==> src/verilog/scsiDma_config.svh <==
// Build-time sizing for the SCSI DMA engine, all counts in BCLK cycles
// Strobe, dsack delay and recovery counts must be at least 1 and below 256
`ifndef SCSI_DMA_CONFIG_SVH
`define SCSI_DMA_CONFIG_SVH

// Log2 of the number of longword entries in the DMA FIFO
`define SCSI_DMA_FIFO_DEPTH_LOG2 3

// Read or write strobe width seen by the SCSI chip
`define SCSI_DMA_STROBE_CYCLES 2

// Idle gap on the chip bus after every chip cycle
`define SCSI_DMA_RECOVER_CYCLES 1

// Cycles from strobe end to the dsack or increment pulse
// 1 puts the pulse in the cycle right after the strobe
`define SCSI_DMA_DSACK_DELAY 1

`endif
==> src/verilog/scsiDmaPkg.sv <==
// Shared types of the SCSI DMA engine
// Byte lanes are big-endian, lane 0 is bits 31:24 of a longword
package scsiDmaPkg;

    // Chip cycle sequencer states
    // Idle     arbitration between CPU and DMA, chip bus released
    // Setup    CS or DACK asserted, no strobe yet
    // Strobe   RE or WE asserted, all but the last strobe cycle
    // Latch    last strobe cycle, read data captured at its end
    // Ack      CS or DACK still held, dsack or FIFO increments pulse
    // Recover  chip bus idle before the next arbitration
    typedef enum logic [2:0] {
        Idle    = 3'd0,
        Setup   = 3'd1,
        Strobe  = 3'd2,
        Latch   = 3'd3,
        Ack     = 3'd4,
        Recover = 3'd5
    } smState_t;

    // Byte pointer inside a longword
    // Wraps from 3 back to 0 on the next increment
    typedef logic [1:0] byteLane_t;

endpackage

==> src/verilog/scsiDmaTop.sv <==
// SCSI DMA engine, chip sequencer plus longword FIFO
// dmaDir_i may only change while the FIFO is empty and on a longword boundary
`include "scsiDma_config.svh"

module scsiDmaTop (
    input  logic        BCLK,
    input  logic        CRESET_,
    // CPU register access
    input  logic        cpuReq_i,
    input  logic        cpuRw_i,
    input  logic [7:0]  cpuData_i,
    output logic [7:0]  cpuData_o,
    output logic        dsack_o,
    // SCSI chip bus
    input  logic        dreqN_i,
    input  logic [7:0]  scsiData_i,
    output logic        scsiCs_o,
    output logic        scsiRe_o,
    output logic        scsiWe_o,
    output logic        dack_o,
    output logic [7:0]  scsiData_o,
    // 0 is SCSI to FIFO
    input  logic        dmaDir_i,
    // Memory side of the FIFO
    input  logic        memPush_i,
    input  logic [31:0] memData_i,
    input  logic        memPop_i,
    output logic [31:0] memData_o,
    output logic        fifoFull_o,
    output logic        fifoEmpty_o
);

    // Sequencer to FIFO
    logic       incBo;
    logic       incNi;
    logic       incNo;
    logic [7:0] s2fByte;
    // FIFO to sequencer
    logic [7:0] f2sByte;
    logic       boEq3;

    scsiSm u_scsiSm (
        .BCLK        (BCLK),
        .CRESET_     (CRESET_),
        .cpuReq_i    (cpuReq_i),
        .cpuRw_i     (cpuRw_i),
        .dmaDir_i    (dmaDir_i),
        .dreqN_i     (dreqN_i),
        .boEq3_i     (boEq3),
        .fifoFull_i  (fifoFull_o),
        .fifoEmpty_i (fifoEmpty_o),
        .scsiData_i  (scsiData_i),
        .cpuData_i   (cpuData_i),
        .f2sByte_i   (f2sByte),
        .scsiCs_o    (scsiCs_o),
        .scsiRe_o    (scsiRe_o),
        .scsiWe_o    (scsiWe_o),
        .dack_o      (dack_o),
        .scsiData_o  (scsiData_o),
        .cpuData_o   (cpuData_o),
        .s2fByte_o   (s2fByte),
        .dsack_o     (dsack_o),
        .incBo_o     (incBo),
        .incNi_o     (incNi),
        .incNo_o     (incNo)
    );

    dmaFifo #(
        .DepthLog2 (`SCSI_DMA_FIFO_DEPTH_LOG2)
    ) u_dmaFifo (
        .BCLK        (BCLK),
        .CRESET_     (CRESET_),
        .memPush_i   (memPush_i),
        .memData_i   (memData_i),
        .memPop_i    (memPop_i),
        .incBo_i     (incBo),
        .incNi_i     (incNi),
        .incNo_i     (incNo),
        .s2fByte_i   (s2fByte),
        .memData_o   (memData_o),
        .f2sByte_o   (f2sByte),
        .boEq3_o     (boEq3),
        .fifoFull_o  (fifoFull_o),
        .fifoEmpty_o (fifoEmpty_o)
    );

endmodule

==> src/verilog/dmaFifo.sv <==
// Longword FIFO between the SCSI byte side and the memory side
// Memory push shares the write pointer with incNi_i, so only one of them
// may be active for a given DMA direction; full and empty drops are silent
`include "scsiDma_config.svh"

module dmaFifo #(
    parameter int DepthLog2 = `SCSI_DMA_FIFO_DEPTH_LOG2
) (
    input  logic        BCLK,
    input  logic        CRESET_,
    input  logic        memPush_i,
    input  logic [31:0] memData_i,
    input  logic        memPop_i,
    input  logic        incBo_i,
    input  logic        incNi_i,
    input  logic        incNo_i,
    input  logic [7:0]  s2fByte_i,
    output logic [31:0] memData_o,
    output logic [7:0]  f2sByte_o,
    output logic        boEq3_o,
    output logic        fifoFull_o,
    output logic        fifoEmpty_o
);

    localparam int Depth = 1 << DepthLog2;
    localparam logic [DepthLog2:0] DepthCnt = (DepthLog2 + 1)'(Depth);

    logic [31:0] mem [Depth];

    // Byte pointer, next-in and next-out pointers
    scsiDmaPkg::byteLane_t bytePtr;
    logic [DepthLog2-1:0]  niPtr;
    logic [DepthLog2-1:0]  noPtr;
    logic [DepthLog2:0]    count;

    // Partial longword gathered from the chip
    logic [31:0] asmReg;
    logic [31:0] asmNext;
    logic [31:0] headWord;

    logic push;
    logic commit;
    logic pop;
    logic release_;
    logic wrEn;
    logic rdEn;

    assign fifoFull_o  = (count == DepthCnt);
    assign fifoEmpty_o = (count == '0);

    assign push     = memPush_i && !fifoFull_o;
    assign commit   = incNi_i && !fifoFull_o;
    assign pop      = memPop_i && !fifoEmpty_o;
    assign release_ = incNo_i && !fifoEmpty_o;
    assign wrEn     = push || commit;
    assign rdEn     = pop || release_;

    // Merge the incoming byte at its big-endian lane
    always_comb begin
        asmNext = asmReg;
        asmNext[8 * (3 - int'(bytePtr)) +: 8] = s2fByte_i;
    end

    // Head entry feeds both the memory port and the chip byte path
    assign headWord  = mem[noPtr];
    assign memData_o = headWord;
    assign f2sByte_o = headWord[8 * (3 - int'(bytePtr)) +: 8];
    assign boEq3_o   = (bytePtr == 2'd3);

    always_ff @(posedge BCLK or negedge CRESET_) begin
        if (!CRESET_) begin
            bytePtr <= '0;
            niPtr   <= '0;
            noPtr   <= '0;
            count   <= '0;
        end else begin
            if (incBo_i) begin
                bytePtr <= bytePtr + 2'd1;
            end
            if (wrEn) begin
                niPtr <= niPtr + 1'b1;
            end
            if (rdEn) begin
                noPtr <= noPtr + 1'b1;
            end
            // Count follows accepted writes and reads
            case ({wrEn, rdEn})
                2'b10:   count <= count + 1'b1;
                2'b01:   count <= count - 1'b1;
                default: count <= count;
            endcase
        end
    end

    // Assembly register, only meaningful in the SCSI to FIFO direction
    always_ff @(posedge BCLK) begin
        if (incBo_i) begin
            asmReg <= asmNext;
        end
    end

    // Storage write, the last byte goes in together with the commit
    always_ff @(posedge BCLK) begin
        if (push) begin
            mem[niPtr] <= memData_i;
        end else if (commit) begin
            mem[niPtr] <= asmNext;
        end
    end

endmodule

==> src/verilog/scsiSm.sv <==
// Sequencer for an 8-bit SCSI chip, one chip cycle in flight at a time
// cpuReq_i and dreqN_i are synchronized here, cpuRw_i and cpuData_i must
// stay stable while cpuReq_i is held, CPU wins over DMA at Idle
`include "scsiDma_config.svh"

module scsiSm (
    input  logic       BCLK,
    input  logic       CRESET_,
    input  logic       cpuReq_i,
    input  logic       cpuRw_i,
    input  logic       dmaDir_i,
    input  logic       dreqN_i,
    input  logic       boEq3_i,
    input  logic       fifoFull_i,
    input  logic       fifoEmpty_i,
    input  logic [7:0] scsiData_i,
    input  logic [7:0] cpuData_i,
    input  logic [7:0] f2sByte_i,
    output logic       scsiCs_o,
    output logic       scsiRe_o,
    output logic       scsiWe_o,
    output logic       dack_o,
    output logic [7:0] scsiData_o,
    output logic [7:0] cpuData_o,
    output logic [7:0] s2fByte_o,
    output logic       dsack_o,
    output logic       incBo_o,
    output logic       incNi_o,
    output logic       incNo_o
);

    localparam int StrobeLen  = `SCSI_DMA_STROBE_CYCLES;
    localparam int AckLen     = `SCSI_DMA_DSACK_DELAY;
    localparam int RecoverLen = `SCSI_DMA_RECOVER_CYCLES;

    // Two-flop synchronizers
    logic cpuReqMeta;
    logic cpuReqSync;
    logic dreqNMeta;
    logic dreqNSync;

    // Blocks the held request after its dsack until it drops
    logic cpuDone;

    scsiDmaPkg::smState_t state;
    scsiDmaPkg::smState_t nextState;
    logic [7:0] cycCnt;
    logic [7:0] cntNext;

    // Kind of the cycle in flight, fixed when leaving Idle
    logic cycCpu;
    logic cycRead;

    logic cpuPend;
    logic dmaPend;
    logic startCpu;
    logic startDma;
    logic kindCpuNext;
    logic kindReadNext;
    logic busNext;
    logic strobeNext;
    logic ackPulseNext;

    always_ff @(posedge BCLK or negedge CRESET_) begin
        if (!CRESET_) begin
            cpuReqMeta <= 1'b0;
            cpuReqSync <= 1'b0;
            dreqNMeta  <= 1'b1;
            dreqNSync  <= 1'b1;
        end else begin
            cpuReqMeta <= cpuReq_i;
            cpuReqSync <= cpuReqMeta;
            dreqNMeta  <= dreqN_i;
            dreqNSync  <= dreqNMeta;
        end
    end

    always_ff @(posedge BCLK or negedge CRESET_) begin
        if (!CRESET_) begin
            cpuDone <= 1'b0;
        end else if (dsack_o) begin
            cpuDone <= 1'b1;
        end else if (!cpuReqSync) begin
            cpuDone <= 1'b0;
        end
    end

    // Arbitration, DMA only when the FIFO can take or give a byte
    assign cpuPend  = cpuReqSync && !cpuDone;
    assign dmaPend  = !dreqNSync && (dmaDir_i ? !fifoEmpty_i : !fifoFull_i);
    assign startCpu = cpuPend;
    assign startDma = !cpuPend && dmaPend;

    // Cycle kind as it will be next cycle
    // DMA reads the chip when moving SCSI to FIFO
    assign kindCpuNext  = (state == scsiDmaPkg::Idle) ? startCpu : cycCpu;
    assign kindReadNext = (state == scsiDmaPkg::Idle) ?
                          (startCpu ? cpuRw_i : !dmaDir_i) : cycRead;

    always_comb begin
        nextState = state;
        cntNext   = cycCnt + 8'd1;
        case (state)
            scsiDmaPkg::Idle: begin
                if (startCpu || startDma) begin
                    nextState = scsiDmaPkg::Setup;
                end
            end
            scsiDmaPkg::Setup: begin
                // Single strobe cycle goes straight to Latch
                nextState = (StrobeLen > 1) ? scsiDmaPkg::Strobe : scsiDmaPkg::Latch;
            end
            scsiDmaPkg::Strobe: begin
                if (int'(cycCnt) >= StrobeLen - 2) begin
                    nextState = scsiDmaPkg::Latch;
                end
            end
            scsiDmaPkg::Latch: begin
                nextState = scsiDmaPkg::Ack;
            end
            scsiDmaPkg::Ack: begin
                if (int'(cycCnt) >= AckLen - 1) begin
                    nextState = (RecoverLen > 0) ? scsiDmaPkg::Recover : scsiDmaPkg::Idle;
                end
            end
            scsiDmaPkg::Recover: begin
                if (int'(cycCnt) >= RecoverLen - 1) begin
                    nextState = scsiDmaPkg::Idle;
                end
            end
            default: begin
                nextState = scsiDmaPkg::Idle;
            end
        endcase
        // Counter restarts on every state change
        if (nextState != state) begin
            cntNext = 8'd0;
        end
    end

    // Output levels of the coming cycle
    assign busNext      = (nextState == scsiDmaPkg::Setup) || (nextState == scsiDmaPkg::Strobe) ||
                          (nextState == scsiDmaPkg::Latch) || (nextState == scsiDmaPkg::Ack);
    assign strobeNext   = (nextState == scsiDmaPkg::Strobe) || (nextState == scsiDmaPkg::Latch);
    assign ackPulseNext = (nextState == scsiDmaPkg::Ack) && (int'(cntNext) == AckLen - 1);

    always_ff @(posedge BCLK or negedge CRESET_) begin
        if (!CRESET_) begin
            state   <= scsiDmaPkg::Idle;
            cycCnt  <= 8'd0;
            cycCpu  <= 1'b0;
            cycRead <= 1'b0;
        end else begin
            state   <= nextState;
            cycCnt  <= cntNext;
            cycCpu  <= kindCpuNext;
            cycRead <= kindReadNext;
        end
    end

    // Registered chip strobes and handshake pulses
    // boEq3_i only moves on incBo_o so it is stable through Ack
    always_ff @(posedge BCLK or negedge CRESET_) begin
        if (!CRESET_) begin
            scsiCs_o <= 1'b0;
            dack_o   <= 1'b0;
            scsiRe_o <= 1'b0;
            scsiWe_o <= 1'b0;
            dsack_o  <= 1'b0;
            incBo_o  <= 1'b0;
            incNi_o  <= 1'b0;
            incNo_o  <= 1'b0;
        end else begin
            scsiCs_o <= busNext && kindCpuNext;
            dack_o   <= busNext && !kindCpuNext;
            scsiRe_o <= strobeNext && kindReadNext;
            scsiWe_o <= strobeNext && !kindReadNext;
            dsack_o  <= ackPulseNext && kindCpuNext;
            incBo_o  <= ackPulseNext && !kindCpuNext;
            // Longword boundary commits or releases an entry
            incNi_o  <= ackPulseNext && !kindCpuNext && kindReadNext && boEq3_i;
            incNo_o  <= ackPulseNext && !kindCpuNext && !kindReadNext && boEq3_i;
        end
    end

    // Write data taken at cycle start, CPU register or FIFO byte
    always_ff @(posedge BCLK) begin
        if (state == scsiDmaPkg::Idle && nextState == scsiDmaPkg::Setup) begin
            scsiData_o <= startCpu ? cpuData_i : f2sByte_i;
        end
    end

    // Read data sampled at the end of the last strobe cycle
    always_ff @(posedge BCLK) begin
        if (state == scsiDmaPkg::Latch && cycRead) begin
            if (cycCpu) begin
                cpuData_o <= scsiData_i;
            end else begin
                s2fByte_o <= scsiData_i;
            end
        end
    end

endmodule

==> config.mk <==
export PLATFORM = sky130hd
export DESIGN_NAME = scsiDmaTop
export DESIGN_NICKNAME = d
export VERILOG_FILES = /design/src/verilog/scsiDmaPkg.sv /design/src/verilog/scsiDmaTop.sv /design/src/verilog/dmaFifo.sv /design/src/verilog/scsiSm.sv
export VERILOG_INCLUDE_DIRS = /design/src /design/src/verilog
export SDC_FILE = /design/constraint.sdc
export NUM_CORES = 1
export LEC_CHECK = 0
export BUFFER_PORTS_ARGS = -buffer_cell sky130_fd_sc_hd__buf_2
export CAP_MARGIN = 20
export CORE_MARGIN = 2
export CORE_UTILIZATION = 35
export CTS_CLUSTER_DIAMETER = 50
export DETAILED_ROUTE_END_ITERATION = 10
export PLACE_DENSITY = 0.55
export SLEW_MARGIN = 20
export SYNTH_ARGS = -nofsm -noshare
export SYNTH_HDL_FRONTEND = slang
export SYNTH_HIERARCHICAL = 1
export SYNTH_SLANG_ARGS = --single-unit
==> constraint.sdc <==
create_clock -name BCLK -period 3.5 [get_ports BCLK]
set_clock_uncertainty 0.2 [all_clocks]
set_input_delay 0.175 -clock BCLK [delete_from_list [all_inputs] [get_ports BCLK]]
set_output_delay 0.175 -clock BCLK [all_outputs]
set_load 0.005 [all_outputs]
; Word-level counts from Yosys, hierarchy flattened
; Memories as Yosys holds them, arrays and structs flattened.
; Cells that the tools add are included.
[word_totals]
reg_bits = 94
latch_bits = 0
mem_bits_rw = 256
romBits = 0
inputBits = 56
out_inout_bits = 55
elab_cells = 112
n_memories = 1
[memory_table]
columns = memory, words, width, read_ports, rd_clocked_by_memory_dff, wr, line
row1 = u_dmaFifo.mem, 8, 32, 1, 0, 1, dmaFifo.sv:28  ; logic [31:0] mem [Depth];
[op_classes]
add_sub_neg = 8
n_mul = 0
n_div = 0
n_lt_le_gt_ge = 0
n_eq_ne = 14
shifts = 3
muxes = 18
bitwise = 2
reduce_logical = 41
[ops]
columns = op, count
row1 = 32-bit negation with 33-bit output, 1
row2 = 8-bit by 33-bit variable shift with 32-bit output (first input constant), 1
row3 = 8-bit by 33-bit variable part select with 32-bit output, 1
row4 = 32-bit bitwise mux, 1
row5 = 32-bit two-way mux, 1
row6 = 32-bit by 32-bit variable part select with 8-bit output, 1
row7 = 1-bit logical AND, 20
row8 = 8-bit two-way mux, 2
row9 = 3-bit one-hot mux with 5 select lines, 1
row10 = 3-bit by 2-bit == test with 1-bit output (second input constant), 4
row11 = 1-bit two-way mux, 11
row12 = 8-bit by 1-bit adder with 8-bit output (second input constant), 1
row13 = 1-bit zero test, 8
row14 = 8-bit zero test, 1
row15 = 4-bit one-hot mux with 2 select lines, 1
row16 = 1-bit logical OR, 7
row17 = 3-bit by 1-bit adder with 3-bit output (second input constant), 2
row18 = 3-bit by 1-bit == test with 1-bit output (second input constant), 2
row19 = 3-bit == test (second input constant), 2
row20 = 4-bit by 1-bit adder with 4-bit output (second input constant), 1
row21 = 2-bit == test (second input constant), 2
row22 = 4-bit == test (second input constant), 1
row23 = 4-bit zero test, 1
row24 = 2-bit AND reduction, 2
row25 = other kinds (11), 11

; Longest topological paths before layout
[depth]
word_depth = 15
mapped_depth = 9
ltp_nobuf = 9

; Hierarchy
; Netlist, hierarchy kept.
[modules_own_cells]
columns = mod, instances, cells_per_inst, area_each_um2, seq_area_each_um2
row1 = dmaFifo, 1, 653, 12290.5, 8948.6
row2 = scsiSm, 1, 107, 1550.2, 1173.6

; Worst setup path after synthesis
; Ideal clock, no wire load.
[synth_timing]
path_kind = register to register
from = register u_dmaFifo.count[3]
to = memory u_dmaFifo.mem[0][0] (enable)
setup_time_ps = 461
arrival_ps = 3204
required_time_ps = 2839
slack_ps = -365
path_stages_with_launch = 4
n_path_buf = 0
synth_period_minus_slack_ps = 3865
cell_sequence = dfrtp_1 -> nor4b_2 -> or3_1 -> nor3_1
[synth_between]
elab_chain_len = 7
elab_cells_between_ends = 10
cone_classes = eq/ne (1) / mux (5) / bitwise (1) / reduce/logical (3)
[synth_lines]
columns = item, line
row1 = from (decl), dmaFifo.sv:34  ; logic [DepthLog2:0] count;
row2 = from (signal assigned), dmaFifo.sv:88  ; 2'b10: count <= count + 1'b1;
row3 = from (signal assigned), dmaFifo.sv:89  ; 2'b01: count <= count - 1'b1;
row4 = from (signal assigned), dmaFifo.sv:90  ; default: count <= count;
row5 = 4-bit == test (*), dmaFifo.sv:48  ; assign fifoFull_o = (count == DepthCnt);
row6 = named net fifoFull_o, scsiDmaTop.sv:29  ; output logic fifoFull_o,
row7 = 1-bit zero test (*), "dmaFifo.sv:51, dmaFifo.sv:52"
row8 = 1-bit logical AND, dmaFifo.sv:52  ; assign commit = incNi_i && !fifoFull_o;
row9 = 1-bit two-way mux, dmaFifo.sv:106  ; end else if (commit) begin
row10 = 1-bit two-way mux, dmaFifo.sv:104  ; if (push) begin
row11 = 1-bit two-way mux (not written as such), dmaFifo.sv:107  ; mem[niPtr] <= asmNext;
row12 = 1-bit bitwise OR (no line) (*), --
row13 = to (decl), dmaFifo.sv:28
; The timed path passes the listed nets; every way through them passes the cells marked *.

; Worst setup path after layout
[layout_timing]
from = register u_dmaFifo.noPtr[0]
to = output memData_o[6]
[layout_between]
elab_chain_len = 1
[layout_lines]
columns = item, line
row1 = from (decl), dmaFifo.sv:33  ; logic [DepthLog2-1:0] noPtr;
row2 = from (signal assigned), dmaFifo.sv:84  ; noPtr <= noPtr + 1'b1;
row3 = memory read 8 x 32 bit, --
row4 = to (decl), scsiDmaTop.sv:28  ; output logic [31:0] memData_o,
; Every way passes these cells.

==> impl_summary.md <==
Timing
Across all hold checks on the routed design, the worst slack comes to 21.7 ps. In the final timing run, aggregate negative setup slack is 0 ps. The final worst slack is 519 ps. The worst relative slew slack is 44.4%. The number of hold violations in the final report is 0. For this run, the top clock speed supported by timing is 0.335 GHz.

The max-slew violation count is 0. The final critical-path share of the clock period is 85.2%. The smallest clock period supported by the final layout is computed as 2980 ps. Setup repair after global routing left no endpoint under its margin. Setup violations remaining at the end of the flow were counted as 0. For the pin with the worst max-slew slack, the measured transition is 825 ps.

Clock tree
The post-CTS setup repair buffer count is 0. The post-cts repair resize count is 0. In this run, post-CTS hold repair placed 47 buffers. The deepest level of the CTS H-tree is 2. The CTS tree is done. The CTS clock-pin slew for the worst setup and hold paths is 60 ps. The number of buffers on the longest clock path is 3. The buffer type at the clock tree root is clkbuf_16. Clock tree synthesis found a total of 342 sinks.

The source-to-sink clock delay at the later pin of the worst-skew pair is 520 ps. Counting the buffers created by CTS gives 38.

Synth
After synthesis, the largest area contributor takes up 67.7% of total cell area. By count the netlist is led by 312 x edfxtp_1, 72 x nand2_1, 64 x mux4_2. Summing the sequential cell areas from Yosys gives 73.1% of the chip area. The top flip-flop cell by instance count after synthesis is edfxtp_1.

The synthesized flop and latch total is 342. The most frequent cell after synthesis is edfxtp_1. In this run, distinct cell masters in the synthesized netlist total 45. The instance count of the mapped netlist is 760.

The yosys synthesis warning count is 6. After synthesis, the cell types taking the most area are edfxtp_1 68%, mux4_2 10%, dfrtp_1 5.1%. The number of synthesized flops with an enable pin is 312. The share of async-settable or async-resettable flops after synthesis is 8.77%.

edfxtp_1 takes more of the synthesized area than any other cell. When the netlist entered floorplanning its net count stood at 827. In this run the cell area of the synthesized design comes to 0.0138 mm^2. A synthesized cell averages 18.2 um^2.

Power
The power density of the placed cells is 848 mW/mm^2. The overall power is 14.4 mW. For this design the static power due to leakage is 6.04 nW. The maximum VDD drop is 0.481 mV.

Worst setup path
The data arrival time at the worst-slack endpoint is 2610 ps. The largest single stage delay on the critical path is 620 ps. Among all stages on the critical path, the largest delay is contributed by dfrtp_4. The largest fanout on the critical path is 25. Traced cell by cell, the critical path runs through buf_12 > buf_12 > mux4_2 > mux2_2 > buf_2.

For the worst setup path, the data required time is 3120 ps. The worst setup path category is reg -> out. The worst setup path is launched from a flop. The most prevalent standard cell on the critical path is buf_12.

STA classifies the critical path endpoint as a primary output.

Route
For this block, the routed nets add up to 34,200 um of wire. The pre-antenna-repair detailed-routing pass consisted of 4 iterations. In this run, the number of DRC markers left after iteration 0 of detailed routing was 496.

The remaining number of nets flagged by the antenna check after routing is 0. In the routed design, unresolved DRC markers number 0. The via count is 7,492. The post-detailed-route via-to-cell ratio is 5.01.

The final routed wire length divided by cell count is 22.9 um.

Place
The congestion estimate from routability-driven global placement came to 0.733. During placement, the flow inserted port buffers numbering 110. Prior to clock tree synthesis, the placed netlist has a worst setup slack of 675 ps.

The half-perimeter wire length of the detailed placement result is 21,600 um. The placed standard-cell area is 0.0152 mm^2. The instance count after placement with tap cells included is 1,379.

Global routing
The first global-routing pass estimated 50,000 um of wire. The total overflow reported by the global router is 0. The number of antenna violations at the first check in global routing came to 0. The number of global-route vias before repair is 7,701. The total routing usage reported by global routing is 16.8%. The largest net degree at the start of global routing is 45.

Floorplan
The floorplan has 72 rows. For this configuration, the core starts out at a cell density of 35.6%. The chip height is 203 um.

The area inside the core boundary is 0.0388 mm^2. For this design the top-level I/O count stands at 111. Measured along the x axis, the die boundary spans 203 um. The die covers 0.0412 mm^2.

Cells and area
At the end of the flow the core is filled with cells to 43.6%. The post-layout instance count excluding filler cells is 1,494. The finished cells cover 0.0169 mm^2.

At the end of the flow, the number of nets in the layout was 1,015. The area growth from synthesis to final layout is 22.3%. The number of diodes is 0.

The number of fill cells in the layout is 3,420. Of the cells placed in the final design, the portion with a size suffix greater than 1 is 33.9%.

Run
The max-cap violation count is 0.

Outcome
The flow ran to the end, and the final reports show no timing, DRC or antenna violations.

Hold path
The worst min-delay path class is in -> reg.
## worst max-delay path: cells and delay by family, from the launching register on
family	cells	cell delay [ps]
muxes	2	820
DFF	1	620
buffers and inverters	3	620
## cell usage in the layout, fill, tap and decap left out, types with 3 or more instances in the layout
master	count
clkinv_1	7
and2_1	4
mux2_2	58
dlygate4sd3_1	47
ha_1	10
buf_2	110
buf_12	7
xor2_1	3
nor2_1	19
clkbuf_16	39
nand2_1	72
mux4_2	64
clkbuf_1	7
a21o_1	3
a21oi_1	4
nor2_4	6
nand2b_1	3
buf_4	16
dfrtp_1	25
clkinv_2	5
xnor2_1	5
o22ai_1	16
edfxtp_1	312
bufinv_16	6
o21ai_0	38
nor3_4	3
a2bb2oi_1	8
inv_1	46
## area by class of cell
class                           instances  area [um^2]  area share (%)
Sequential cell                       342        10100            59.8
Multi-Input combinational cell        340         3430            20.2
Timing Repair Buffer                  180         1280            7.57
Clock buffer                           47         1020            6.00
Tap cell                              518          648            3.83
Clock inverter                         21          258            1.52
Inverter                               46          173            1.02
## state kept, by name, indices dropped and copies added (netlist names), 2 cells and up
signal	cells
u_dmaFifo/asmReg	32
u_dmaFifo/bytePtr	2
u_dmaFifo/count	4
u_dmaFifo/mem	256
u_dmaFifo/niPtr	3
u_dmaFifo/noPtr	3
u_scsiSm/cpuData_o	8
u_scsiSm/s2fByte_o	8
u_scsiSm/scsiData_o	8
u_scsiSm/state	3
## metal layers
layer  wire length [um]  share of wire [%]  global-route usage (%)
met4                761                2.2                    4.80
met1              15100                 44                    23.2
met5                  0                  0                       0
met3               2000                5.8                    3.00
met2              16300                 48                    27.3
## report_power, final
part           internal, mW  switching [mW]  leakage (nW)
clock                  2.50            1.54         0.624
sequential             5.35           0.426          3.20
combinational          2.04            2.50          2.21
total                  9.89            4.46          6.04
## cell families after synthesis
family | Yosys count | share of synthesized area, %
AOI/OAI and AO/OA | 73 | 3.19
DFF | 342 | 73.1
buffers and inverters | 78 | 2.59
muxes | 125 | 15.4
and+or+nand+nor | 123 | 4.13
adders and majority gates | 11 | 1.05
xor gates and xnor gates | 8 | 0.506
## worst paths after layout
check                                startpoint             endpoint  slack, ps  depth (start not counted)
max in group asynchronous               CRESET_   u_dmaFifo/noPtr[0]       2510                          2
max                          u_dmaFifo/noPtr[0]         memData_o[6]        520                          5
min in group asynchronous               CRESET_   u_dmaFifo/count[0]         50                          2
min reg2reg                 u_scsiSm/cpuReqMeta  u_scsiSm/cpuReqSync        160                          0
max reg2reg                u_dmaFifo/bytePtr[0]  u_dmaFifo/mem[4][8]        690                          7
min                                    dmaDir_i      u_scsiSm/dack_o         20                          4
Note: power is estimated with default switching activity, not from simulation.
